===== src/design/shell_bus_pkg.sv =====
// Host bus definitions for the shell register path
// Widths, response codes, request and response structs

package shell_bus_pkg;

    // ========================================================================
    // Widths
    // ========================================================================
    localparam int ADDR_W     = 20;
    localparam int DATA_W     = 32;
    localparam int STRB_W     = DATA_W / 8;
    localparam int EMU_ADDR_W = 18;

    typedef logic [ADDR_W-1:0]     addr_t;
    typedef logic [DATA_W-1:0]     data_t;
    typedef logic [STRB_W-1:0]     strb_t;
    typedef logic [EMU_ADDR_W-1:0] emu_addr_t;

    // AXI response encoding, also used on the emulation port
    typedef enum logic [1:0] {
        RESP_OKAY   = 2'b00,
        RESP_SLVERR = 2'b10,
        RESP_DECERR = 2'b11
    } resp_e;

    // ========================================================================
    // Transfer structs
    // ========================================================================
    typedef struct packed {
        logic  write;
        addr_t addr;
        data_t wdata;
        strb_t strb;
    } bus_req_t;

    typedef struct packed {
        data_t rdata;
        resp_e resp;
    } bus_rsp_t;

    // Same request with the address reduced to the emulation window offset
    typedef struct packed {
        logic      write;
        emu_addr_t addr;
        data_t     wdata;
        strb_t     strb;
    } emu_req_t;

endpackage


===== src/design/shell_map_pkg.sv =====
// Shell address map
// Window constants, region enum, emulation timeout and decoded request

package shell_map_pkg;

    // Emulation window covers 0x0_0000 to 0x3_FFFF
    localparam shell_bus_pkg::addr_t EMU_BASE  = 20'h0_0000;
    localparam shell_bus_pkg::addr_t EMU_MASK  = 20'hC_0000;

    // Shell control window at 0x5_xxxx
    localparam shell_bus_pkg::addr_t CTRL_BASE = 20'h5_0000;
    localparam shell_bus_pkg::addr_t CTRL_MASK = 20'hF_0000;

    // Bit 0 is the decouple control
    localparam shell_bus_pkg::addr_t CTRL_DECOUPLE_OFS = 20'h0_0000;

    typedef enum logic [1:0] {
        REGION_EMU,
        REGION_CTRL,
        REGION_NONE
    } region_e;

    // Cycles a forwarded access may wait for the target
    localparam int EMU_TIMEOUT = 16;
    localparam int TMO_CNT_W   = $clog2(EMU_TIMEOUT + 1);

    typedef struct packed {
        region_e                 region;
        shell_bus_pkg::bus_req_t req;
    } dec_req_t;

endpackage


===== src/design/shell_addr_decode.sv =====
// Decode stage of the shell register path
// Registers each host request together with its address region

module shell_addr_decode (
    input  logic                    aclk,
    input  logic                    aresetn,
    input  logic                    req_valid_i,
    input  shell_bus_pkg::bus_req_t req_i,
    output logic                    dec_valid_o,
    output shell_map_pkg::dec_req_t dec_req_o
);

    import shell_bus_pkg::*;
    import shell_map_pkg::*;

    region_e region_d;
    addr_t   ctrl_ofs;

    // ========================================================================
    // Region classification
    // ========================================================================
    always_comb begin
        ctrl_ofs = req_i.addr & ~CTRL_MASK;

        if ((req_i.addr & EMU_MASK) == EMU_BASE) begin
            region_d = REGION_EMU;
        end else if ((req_i.addr & CTRL_MASK) == CTRL_BASE) begin
            // Only one register lives in the control window
            if (ctrl_ofs == CTRL_DECOUPLE_OFS) begin
                region_d = REGION_CTRL;
            end else begin
                region_d = REGION_NONE;
            end
        end else begin
            // Old clock generator range falls through here too
            region_d = REGION_NONE;
        end
    end

    // ========================================================================
    // Stage register
    // ========================================================================
    always_ff @(posedge aclk or negedge aresetn) begin
        if (!aresetn) begin
            dec_valid_o <= 1'b0;
        end else begin
            dec_valid_o <= req_valid_i;
        end
    end

    always_ff @(posedge aclk) begin
        if (req_valid_i) begin
            dec_req_o.region <= region_d;
            dec_req_o.req    <= req_i;
        end
    end

endmodule


===== src/design/shell_bus_top.sv =====
// Top level of the shell register path
// Decode, execute and result stages with the emulation port

module shell_bus_top (
    input  logic                    aclk,
    input  logic                    aresetn,

    // Host request and response
    input  logic                    req_valid_i,
    input  shell_bus_pkg::bus_req_t req_i,
    output logic                    rsp_valid_o,
    output shell_bus_pkg::bus_rsp_t rsp_o,

    // Emulation target port
    output logic                    emu_req_valid_o,
    output shell_bus_pkg::emu_req_t emu_req_o,
    input  logic                    emu_rsp_valid_i,
    input  shell_bus_pkg::bus_rsp_t emu_rsp_i,

    output logic                    decouple_o
);

    import shell_bus_pkg::*;
    import shell_map_pkg::*;

    // ========================================================================
    // Stage links
    // ========================================================================
    logic     dec_valid;
    dec_req_t dec_req;
    logic     loc_valid;
    bus_rsp_t loc_rsp;
    logic     emu_issued;

    shell_addr_decode u_decode (
        .aclk        (aclk),
        .aresetn     (aresetn),
        .req_valid_i (req_valid_i),
        .req_i       (req_i),
        .dec_valid_o (dec_valid),
        .dec_req_o   (dec_req)
    );

    shell_ctrl_exec u_exec (
        .aclk            (aclk),
        .aresetn         (aresetn),
        .dec_valid_i     (dec_valid),
        .dec_req_i       (dec_req),
        .loc_valid_o     (loc_valid),
        .loc_rsp_o       (loc_rsp),
        .emu_issued_o    (emu_issued),
        .emu_req_valid_o (emu_req_valid_o),
        .emu_req_o       (emu_req_o),
        .decouple_o      (decouple_o)
    );

    shell_resp_merge u_result (
        .aclk            (aclk),
        .aresetn         (aresetn),
        .loc_valid_i     (loc_valid),
        .loc_rsp_i       (loc_rsp),
        .emu_issued_i    (emu_issued),
        .emu_rsp_valid_i (emu_rsp_valid_i),
        .emu_rsp_i       (emu_rsp_i),
        .rsp_valid_o     (rsp_valid_o),
        .rsp_o           (rsp_o)
    );

endmodule


===== src/design/shell_ctrl_exec.sv =====
// Execute stage of the shell register path
// Decouple register, local responses and emulation request forwarding

module shell_ctrl_exec (
    input  logic                    aclk,
    input  logic                    aresetn,
    input  logic                    dec_valid_i,
    input  shell_map_pkg::dec_req_t dec_req_i,
    output logic                    loc_valid_o,
    output shell_bus_pkg::bus_rsp_t loc_rsp_o,
    output logic                    emu_issued_o,
    output logic                    emu_req_valid_o,
    output shell_bus_pkg::emu_req_t emu_req_o,
    output logic                    decouple_o
);

    import shell_bus_pkg::*;
    import shell_map_pkg::*;

    logic     decouple_q;
    logic     ctrl_wr;
    logic     emu_fwd;
    logic     loc_valid_d;
    data_t    ctrl_rdata;
    bus_rsp_t loc_rsp_d;

    // ========================================================================
    // Request handling
    // ========================================================================
    always_comb begin
        ctrl_rdata    = '0;
        ctrl_rdata[0] = decouple_q;

        ctrl_wr = dec_valid_i && (dec_req_i.region == REGION_CTRL) &&
                  dec_req_i.req.write && dec_req_i.req.strb[0];

        // Emulation accesses leave the shell only while coupled
        emu_fwd = dec_valid_i && (dec_req_i.region == REGION_EMU) && !decouple_q;

        loc_valid_d = dec_valid_i && !emu_fwd;

        loc_rsp_d.rdata = '0;
        loc_rsp_d.resp  = RESP_DECERR;
        case (dec_req_i.region)
            REGION_CTRL: begin
                if (!dec_req_i.req.write) begin
                    loc_rsp_d.rdata = ctrl_rdata;
                end
                loc_rsp_d.resp = RESP_OKAY;
            end
            REGION_EMU: begin
                if (decouple_q) begin
                    loc_rsp_d.resp = RESP_SLVERR;
                end else begin
                    // On a forwarded access rdata carries the read data mask
                    // that the result stage applies to the target's answer
                    loc_rsp_d.rdata = dec_req_i.req.write ? '0 : '1;
                    loc_rsp_d.resp  = RESP_OKAY;
                end
            end
            default: begin
                loc_rsp_d.resp = RESP_DECERR;
            end
        endcase
    end

    // ========================================================================
    // Control state
    // ========================================================================
    always_ff @(posedge aclk or negedge aresetn) begin
        if (!aresetn) begin
            loc_valid_o     <= 1'b0;
            emu_req_valid_o <= 1'b0;
            decouple_q      <= 1'b0;
        end else begin
            loc_valid_o     <= loc_valid_d;
            emu_req_valid_o <= emu_fwd;
            if (ctrl_wr) begin
                decouple_q <= dec_req_i.req.wdata[0];
            end
        end
    end

    // Payload registers
    always_ff @(posedge aclk) begin
        if (dec_valid_i) begin
            loc_rsp_o <= loc_rsp_d;
        end
        if (emu_fwd) begin
            emu_req_o.write <= dec_req_i.req.write;
            emu_req_o.addr  <= dec_req_i.req.addr[EMU_ADDR_W-1:0];
            emu_req_o.wdata <= dec_req_i.req.wdata;
            emu_req_o.strb  <= dec_req_i.req.strb;
        end
    end

    // The result stage starts its timeout with the outgoing request
    assign emu_issued_o = emu_req_valid_o;
    assign decouple_o   = decouple_q;

endmodule


===== src/design/shell_resp_merge.sv =====
// Result stage of the shell register path
// Merges local and emulation responses, times out a silent target

module shell_resp_merge (
    input  logic                    aclk,
    input  logic                    aresetn,
    input  logic                    loc_valid_i,
    input  shell_bus_pkg::bus_rsp_t loc_rsp_i,
    input  logic                    emu_issued_i,
    input  logic                    emu_rsp_valid_i,
    input  shell_bus_pkg::bus_rsp_t emu_rsp_i,
    output logic                    rsp_valid_o,
    output shell_bus_pkg::bus_rsp_t rsp_o
);

    import shell_bus_pkg::*;
    import shell_map_pkg::*;

    logic                 pending_q;
    logic [TMO_CNT_W-1:0] tmo_cnt_q;
    data_t                rd_mask_q;
    logic                 emu_done;
    logic                 emu_tmo;
    logic                 rsp_valid_d;
    bus_rsp_t             rsp_d;

    // ========================================================================
    // Response selection
    // ========================================================================
    always_comb begin
        // Answers with nothing outstanding are dropped here
        emu_done = pending_q && emu_rsp_valid_i;
        emu_tmo  = pending_q && !emu_rsp_valid_i && (tmo_cnt_q == EMU_TIMEOUT);

        rsp_valid_d = loc_valid_i || emu_done || emu_tmo;

        if (loc_valid_i) begin
            rsp_d = loc_rsp_i;
        end else if (emu_done) begin
            rsp_d.rdata = emu_rsp_i.rdata & rd_mask_q;
            rsp_d.resp  = emu_rsp_i.resp;
        end else begin
            rsp_d.rdata = '0;
            rsp_d.resp  = RESP_SLVERR;
        end
    end

    // ========================================================================
    // Outstanding access tracking
    // ========================================================================
    always_ff @(posedge aclk or negedge aresetn) begin
        if (!aresetn) begin
            pending_q   <= 1'b0;
            tmo_cnt_q   <= '0;
            rsp_valid_o <= 1'b0;
        end else begin
            rsp_valid_o <= rsp_valid_d;
            if (emu_issued_i) begin
                pending_q <= 1'b1;
                tmo_cnt_q <= TMO_CNT_W'(1);
            end else if (emu_done || emu_tmo) begin
                pending_q <= 1'b0;
                tmo_cnt_q <= '0;
            end else if (pending_q) begin
                tmo_cnt_q <= tmo_cnt_q + 1'b1;
            end
        end
    end

    // Payload registers
    always_ff @(posedge aclk) begin
        // Writes get a zero mask so rdata reads back as 0
        if (emu_issued_i) begin
            rd_mask_q <= loc_rsp_i.rdata;
        end
        if (rsp_valid_d) begin
            rsp_o <= rsp_d;
        end
    end

endmodule


===== config.mk =====
export PLATFORM = sky130hd
export DESIGN_NAME = shell_bus_top
export DESIGN_NICKNAME = d
export VERILOG_FILES = /design/src/design/shell_bus_pkg.sv /design/src/design/shell_map_pkg.sv /design/src/design/shell_addr_decode.sv /design/src/design/shell_bus_top.sv /design/src/design/shell_ctrl_exec.sv /design/src/design/shell_resp_merge.sv
export SDC_FILE = /design/constraint.sdc
export NUM_CORES = 1
export LEC_CHECK = 0
export ABC_AREA = 1
export BUFFER_PORTS_ARGS = -buffer_cell sky130_fd_sc_hd__buf_2
export CAP_MARGIN = 20
export CORE_ASPECT_RATIO = 0.9
export CORE_MARGIN = 3
export CORE_UTILIZATION = 41
export CTS_BUF_LIST = sky130_fd_sc_hd__clkbuf_4
export DETAILED_ROUTE_END_ITERATION = 7
export PLACE_DENSITY = 0.67
export SKIP_LAST_GASP = 1
export SLEW_MARGIN = 5
export SYNTH_ARGS = -nofsm -noshare
export SYNTH_HDL_FRONTEND = slang
export SYNTH_SLANG_ARGS = --single-unit

===== constraint.sdc =====
create_clock -name aclk -period 7 [get_ports aclk]
set_input_delay 1.05 -clock aclk [delete_from_list [all_inputs] [get_ports aclk]]
set_output_delay 1.05 -clock aclk [all_outputs]
set_load 0.05 [all_outputs]

==> results of run 1 <==
==> sequential cells by signal, summed over array words and instances, names as in the netlist, 2 cells and up <==
signal,cells
u_exec.loc_rsp_o,4
u_result.rd_mask_q,2
u_result.tmo_cnt_q,5
u_decode.dec_req_o,57
u_result.rsp_o,34
u_exec.emu_req_o,55
==> area by class of cell <==
type	count	area, µm²	area share [%]
Sequential cell	163	4840	69.5
Multi-Input combinational cell	100	520	7.47
Clock buffer	19	143	2.05
Timing Repair Buffer	189	953	13.7
Clock inverter	13	126	1.81
Inverter	47	178	2.55
Tap cell	164	205	2.95
==> logic make-up (layout without fill, tap and decap cells) <==
kind of cell,count (synthesis),in the layout,share of synthesized area (%)
xor gates and xnor gates,3,3,0.470
buffers and inverters,55,268,4.25
AOI/OAI and AO/OA,39,39,3.69
and+or+nand+nor,56,56,4.57
DFF,163,163,86.6
adders and majority gates,2,2,0.448
==> worst register-to-register path: cells and delay by family, from the launching register on <==
kind          cells  cell delay, ps
flops             1             460
simple gates      2             450
buf+inv           2             660
==> path summary, 6_finish.rpt <==
path,slack [ps],from,endpoint
setup / recovery,4660,u_exec.emu_issued_o,emu_req_valid_o
hold / removal,360,aresetn,u_result.tmo_cnt_q[4]
setup reg to reg,5030,u_decode.dec_req_o[58],u_exec.emu_req_o[23]
hold reg to reg,420,u_decode.dec_req_o[25],u_exec.emu_req_o[25]
max in group asynchronous,6420,aresetn,u_result.pending_q
min in group aclk,420,u_decode.dec_req_o[25],u_exec.emu_req_o[25]
==> cell usage after synthesis <==
cell type | instances | area share (%)
nand4_1 | 4 | 0.45
nand2_1 | 17 | 1.1
o21ai_1 | 27 | 2.4
buf_6 | 4 | 0.81
nand3_4 | 1 | 0.31
o21ai_0 | 7 | 0.63
clkinv_2 | 1 | 0.089
nand3_1 | 7 | 0.63
ha_1 | 2 | 0.45
or2_2 | 2 | 0.22
o21ai_2 | 3 | 0.47
clkbuf_1 | 4 | 0.27
inv_2 | 1 | 0.067
dfrtp_1 | 11 | 4.9
xor2_1 | 2 | 0.31
edfxtp_1 | 152 | 82
a21oi_1 | 2 | 0.18
nor2_1 | 24 | 1.6
xnor2_1 | 1 | 0.16
nand2_4 | 1 | 0.20
inv_1 | 45 | 3.0
==> report_power, final <==
group          switching, mW  total [mW]  internal (mW)  leakage [nW]
clock network          0.331       0.522          0.190         0.139
logic                  0.247       0.323         0.0763          1.21
registers             0.0382        1.21           1.17          1.61
==> layer usage <==
metal	vias to the layer above	share of wire [%]	GRT usage, %
met4	0	1.3	5.53
li1	1535	-	-
met1	1469	42	17.2
met5	-	0	0
met3	10	13	9.07
met2	160	44	21.0
==> stage by stage <==
stage,std cells,total power [mW],area (µm²),utilization [%]
finish,695,2.05,6970,53.5
global route,695,2.15,6970,53.5
CTS,695,2.08,6970,53.5
detailed placement,663,1.56,6700,51.4
global placement,663,1.55,6700,51.4
floorplan,318,1.47,5590,-
==> flow_metrics.env, run 1 <==
export IMPL_vias_per_cell=4.57
export IMPL_reg2reg_depth=4
export IMPL_crit_chain="buf_2"
export IMPL_diodes=0
export IMPL_mostFrequentLayoutCells="buf_2 (186), edfxtp_1 (152), inv_1 (45), o21ai_1 (27), nor2_1 (23)"
export IMPL_grt_ovfl_total=0
export IMPL_path_buf_inv=1
export IMPL_nets=615
export IMPL_clk_pin_slew_ps=130
export IMPL_ant_nets=0
export IMPL_clk_insertion_delay_late_ps=550
export IMPL_cp_num_cells=1
export IMPL_fin_tns_setup_ps=0
export IMPL_rsz0062_at_grt="no"
export IMPL_outcome="complete, no violations"
export IMPL_core_um2=13000
export IMPL_path_delay_family="flip-flops"
export IMPL_cts_root_buffer="clkbuf_4"
export IMPL_setup_viol=0
export IMPL_start_util_pct=42.9
export IMPL_grt_antenna_before_repair=0
export IMPL_pin_count=187
export IMPL_finClkSkew_ps=22.3
export IMPL_drt_total_wl_um=10500
export IMPL_ys_warn_count=0
export IMPL_dr_pass1_iters=4
export IMPL_drv_slew=0
export IMPL_ys_ff_latch=163
export IMPL_avgSynthCellArea_um2=17.6
export IMPL_finalWorstPathRequiredPeriod_ps=2340
export IMPL_worst_setup_path_type="flip-flop to output pin"
export IMPL_cp_start_kind="flip-flop"
export IMPL_nFillCells=1093
export IMPL_routabilityCongestion=0.784
export IMPL_post_cts_buffers=0
export IMPL_syn_cell_area_um2=5590
export IMPL_route_detailed_drc=0
export IMPL_syn2layout_area_growth_pct=24.6
export IMPL_synthDistinctLibCells=21
export IMPL_drive_above_1_share_pct=43.1
export IMPL_die_area_um2=15100
export IMPL_cts_sinks=163
export IMPL_grt_usage_pct=14.4
export IMPL_rows=39
export IMPL_cts_buffer_depth=2
export IMPL_max_clock_freq_mhz=428
export IMPL_critPathRequiredTime_ps=5950
export IMPL_cts_hold_buf=0
export IMPL_max_cap_violations=0
export IMPL_wl_per_cell_um=15.1
export IMPL_cts_resized=0
export IMPL_dp_slack_ps=4880
export IMPL_cp_slowest_cell="dfrtp_1"
export IMPL_port_buffers=186
export IMPL_via_count=3174
export IMPL_cts_made_buffers=17
export IMPL_dieHeight_um=117
export IMPL_holdWs_ps=362
export IMPL_critical_path_arrival_ps=1290
export IMPL_hpwl_um=7370
export IMPL_slowest_delay_ps=440
export IMPL_hold_violations=0
export IMPL_endpoint_kind="output pin"
export IMPL_power_leakage_nw=2.96
export IMPL_powerDensity_nw_per_um2=295
export IMPL_die_w_um=129
export IMPL_synth_nets=415
export IMPL_grt_max_degree=59
export IMPL_htreeDepth=4
export IMPL_mostFrequentLayoutCell="buf_2"
export IMPL_timing_final_ws_setup_ps=4660
export IMPL_grt_pass1_wl_um=16100
export IMPL_cts_tree="built"
export IMPL_hp_class="primary input to asynchronous set/reset pin"
export IMPL_first_iter_violations=229
export IMPL_critical_path_max_fanout=4
export IMPL_maxSlewHeadroom_pct=37.1
export IMPL_syn_inst=318
export IMPL_synth_yosys_seq_area_share_pct=86.6
export IMPL_grt_pass1_vias=3251
export IMPL_ir_worst_vdd_mv=0.247
export IMPL_worst_pin_slew_ps=941
export IMPL_timing_final_crit_share_pct=33.4
(Power assumes the default switching activity.)
==> run 2, diff against run 1 <==
- ABC_AREA: 1 -> 0
- PLACE_DENSITY: 0.67 -> 0.7
- clock period: 7 -> 2 ns (I/O delays scaled with it)
==> run 2 against run 1 <==
Synthesized cell count down 9.1%. Sequential share of layout area down 6.3 points. Highest routed layer unchanged. Total power rose to 3.6 times the previous value. Critical endpoint is now u_result.rsp_o[18]. Clock skew down 9.7 ps. Flip-flop and latch count unchanged. Cell count up 6.8%. Register-to-register slack worse by 4900 ps. Via count up 9.5%. Critical path depth up 5. Global-route usage up 2.0 points.
==> flow_metrics.env, run 2 <==
export IMPL_ant_nets=0
export IMPL_grt_usage_pct=16.3
export IMPL_routabilityCongestion=0.822
export IMPL_timing_final_crit_share_pct=93.0
export IMPL_grt_antenna_before_repair=0
export IMPL_finalPower_mw=7.32
export IMPL_critPathRequiredTime_ps=2270
export IMPL_post_cts_buffers=0
export IMPL_pwr_share_comb_pct=19.4
export IMPL_core_um2=12900
export IMPL_synthDistinctLibCells=32
export IMPL_endpoint_kind="flip-flop"
export IMPL_power_switching_mw=2.28
export IMPL_reg2reg_depth=6
export IMPL_cts_resized=0
export IMPL_outcome="complete, no violations"
export IMPL_hp_class="primary input to flip-flop"
export IMPL_finClkSkew_ps=12.6
export IMPL_p_int_mw=5.04
export IMPL_largest_register="u_decode.dec_req_o"
export IMPL_syn_inst=289
export IMPL_syn_cell_area_um2=5530
export IMPL_ys_ff_latch=163
export IMPL_cts_made_buffers=17
export IMPL_synth_flop_cell="edfxtp_1"
export IMPL_mostFrequentLayoutCells="buf_2 (186), edfxtp_1 (152), dlygate4sd3_1 (75), nand2_1 (60), clkbuf_4 (17)"
export IMPL_min_from="emu_rsp_i[29]"
export IMPL_powerDensity_nw_per_um2=956
export IMPL_stdcell_area_um2=7660
export IMPL_dieHeight_um=116
export IMPL_critical_path_arrival_ps=2130
export IMPL_synth_common_cells="edfxtp_1 (152), nand2_1 (60), dfrtp_1 (11)"
export IMPL_grt_pass1_wl_um=18300
export IMPL_cp_endpoint="u_result.rsp_o[18]"
export IMPL_place_area_um2=6660
export IMPL_setup_viol=0
export IMPL_nets=663
export IMPL_maxSlewHeadroom_pct=71.5
export IMPL_ir_worst_vdd_mv=0.812
export IMPL_cp_num_cells=6
export IMPL_vias_per_cell=4.68
export IMPL_route_detailed_drc=0
export IMPL_p_clk_share_pct=22.5
export IMPL_cts_sinks=163
export IMPL_power_leakage_nw=3.20
export IMPL_start_util_pct=42.7
export IMPL_synth_most_common_cell="edfxtp_1"
export IMPL_seqPwrFrac_pct=58.1
export IMPL_worst_pin_slew_ps=428
export IMPL_die_w_um=128
export IMPL_yosys_area_top_type_share_pct=82.6
export IMPL_hpwl_um=7590
export IMPL_wl_per_cell_um=16.3
export IMPL_r2r_setup_slack_ps=140
export IMPL_via_count=3474
export IMPL_diodes=0
export IMPL_mostFrequentLayoutCell="buf_2"
export IMPL_first_iter_violations=194
export IMPL_critical_path_max_fanout=35
export IMPL_hold_violations=0
export IMPL_synth_yosys_seq_area_share_pct=87.6
export IMPL_largest_register_ffs=57
export IMPL_cts_tree="built"
export IMPL_clk_insertion_delay_late_ps=520
export IMPL_die_area_um2=14900
export IMPL_pin_count=187
export IMPL_max_cap_violations=0
export IMPL_clk_pin_slew_ps=120
export IMPL_drive_above_1_share_pct=40.1
export IMPL_cp_slowest_cell="dfrtp_1"
export IMPL_yosys_top_cells_area="edfxtp_1 (83%), dfrtp_1 (5.0%), nand2_1 (4.1%)"
export IMPL_path_delay_family="simple AND/OR/NAND/NOR gates"
export IMPL_port_buffers=186
export IMPL_drv_slew=0
export IMPL_path_buf_inv=2
export IMPL_finalWorstPathRequiredPeriod_ps=1860
export IMPL_grt_ovfl_total=0
export IMPL_cts_hold_buf=69
export IMPL_reg2reg_to="u_result.rsp_o[18]"
export IMPL_ys_warn_count=0
export IMPL_cts_buffer_depth=2
export IMPL_drt_total_wl_um=12100
export IMPL_rows=39
export IMPL_slowest_delay_ps=430
export IMPL_synth_nets=386
export IMPL_rsz0062_at_grt="no"
export IMPL_top_regs="u_decode.dec_req_o (57), u_exec.emu_req_o (55), u_result.rsp_o (34)"
export IMPL_post_route_util_pct=59.2
export IMPL_avgSynthCellArea_um2=19.1
export IMPL_grt_max_degree=57
export IMPL_grt_pass1_vias=3558
export IMPL_synth_edf_count=152
export IMPL_cp_start_kind="flip-flop"
export IMPL_max_clock_freq_mhz=538
export IMPL_reg2reg_from="u_result.tmo_cnt_q[0]"
export IMPL_dr_pass1_iters=5
export IMPL_setup_worst_path_start="u_result.tmo_cnt_q[0]"
export IMPL_cts_root_buffer="clkbuf_4"
export IMPL_crit_chain="inv_1 > ha_1 > and4bb_1 > o21a_1 > or2_2 > buf_12"
export IMPL_syn2layout_area_growth_pct=38.6
export IMPL_yosysTopAreaCell="edfxtp_1"
export IMPL_synthArstFlopShare_pct=6.75
export IMPL_worst_setup_path_type="flip-flop to flip-flop"
export IMPL_swShare_pct=31.1
export IMPL_fin_tns_setup_ps=0
export IMPL_htreeDepth=4
==> run 2: changes by cell type in the layout (fill, tap and decap cells not counted), sizes merged, moves of 6 or more <==
cell and delta:
dlygate4sd3 +75, nand2 +50, inv -41, o21ai -35
nor2 -21, nand3 -6
==> run 2: cell type report <==
cell class / count / area (µm²)
Clock buffer: 17 / 128
Inverter: 5 / 18.8
Fill cell: 960 / 5270
Multi-Input combinational cell: 111 / 584
Clock inverter: 14 / 105
Tap cell: 164 / 205
Timing Repair Buffer: 268 / 1780
Sequential cell: 163 / 4840
==> run 2: layer usage <==
metal / track usage, % / vias up / part of all wire [%]
met5: 0 / - / 0
met4: 4.46 / 0 / 0.95
met3: 8.60 / 10 / 12
met2: 26.2 / 169 / 47
met1: 19.5 / 1659 / 40
li1: - / 1636 / -
==> run 2: per-stage QoR <==
| step | worst slack (ps) | instances | hold slack (ps) |
|---|---|---|---|
| floorplan | 137 | 289 | 4.41 |
| global placement | 214 | 635 | 194 |
| detailed placement | 97.9 | 635 | 197 |
| CTS | 94.1 | 735 | 0.0945 |
| global route | 51.2 | 742 | 0.755 |
| finish | 141 | 742 | 59.8 |
==> run 2: power groups by stage <==
stage / logic [mW] / registers [mW] / clock network (mW)
final: 1.42 / 4.26 / 1.64
after global routing: 1.51 / 4.29 / 1.87
after CTS: 1.41 / 4.26 / 1.71
after detailed placement: 1.30 / 4.33 / 0
after global placement: 1.27 / 4.31 / 0
after floorplan: 0.288 / 4.96 / 0
==> run 2: worst min-delay path by stage <==
stage | endpoint | slack, ps | depth (start not counted)
floorplan | u_decode.dec_valid_o | 4 | 0
global placement | u_decode.dec_valid_o | 190 | 1
detailed placement | u_exec.decouple_o | 200 | 1
CTS | u_result.rsp_o[9] | 0.09 | 3
global route | u_result.rsp_o[6] | 0.8 | 3
finish | u_result.rsp_o[29] | 60 | 3
==> run 2: cell families (layout without fill, tap and decap cells) <==
family                     count (synthesis)  count (layout)  share of synthesized area (%)
AOI/OAI and AO/OA                         10              10                           1.34
xor gates and xnor gates                   4               4                          0.634
adders and majority gates                  2               2                          0.453
buffers and inverters                     15             304                           1.88
DFF                                      163             163                           87.6
muxes                                      1               1                          0.204
and+or+nand+nor                           94              94                           7.90
==> run 2: worst reg2reg max path, stage by stage, from the launching register on <==
cell and delay, ps:
dfrtp_1 430, inv_1 60, ha_1 180, and4bb_1 210, o21a_1 230, or2_2 310
buf_12 180
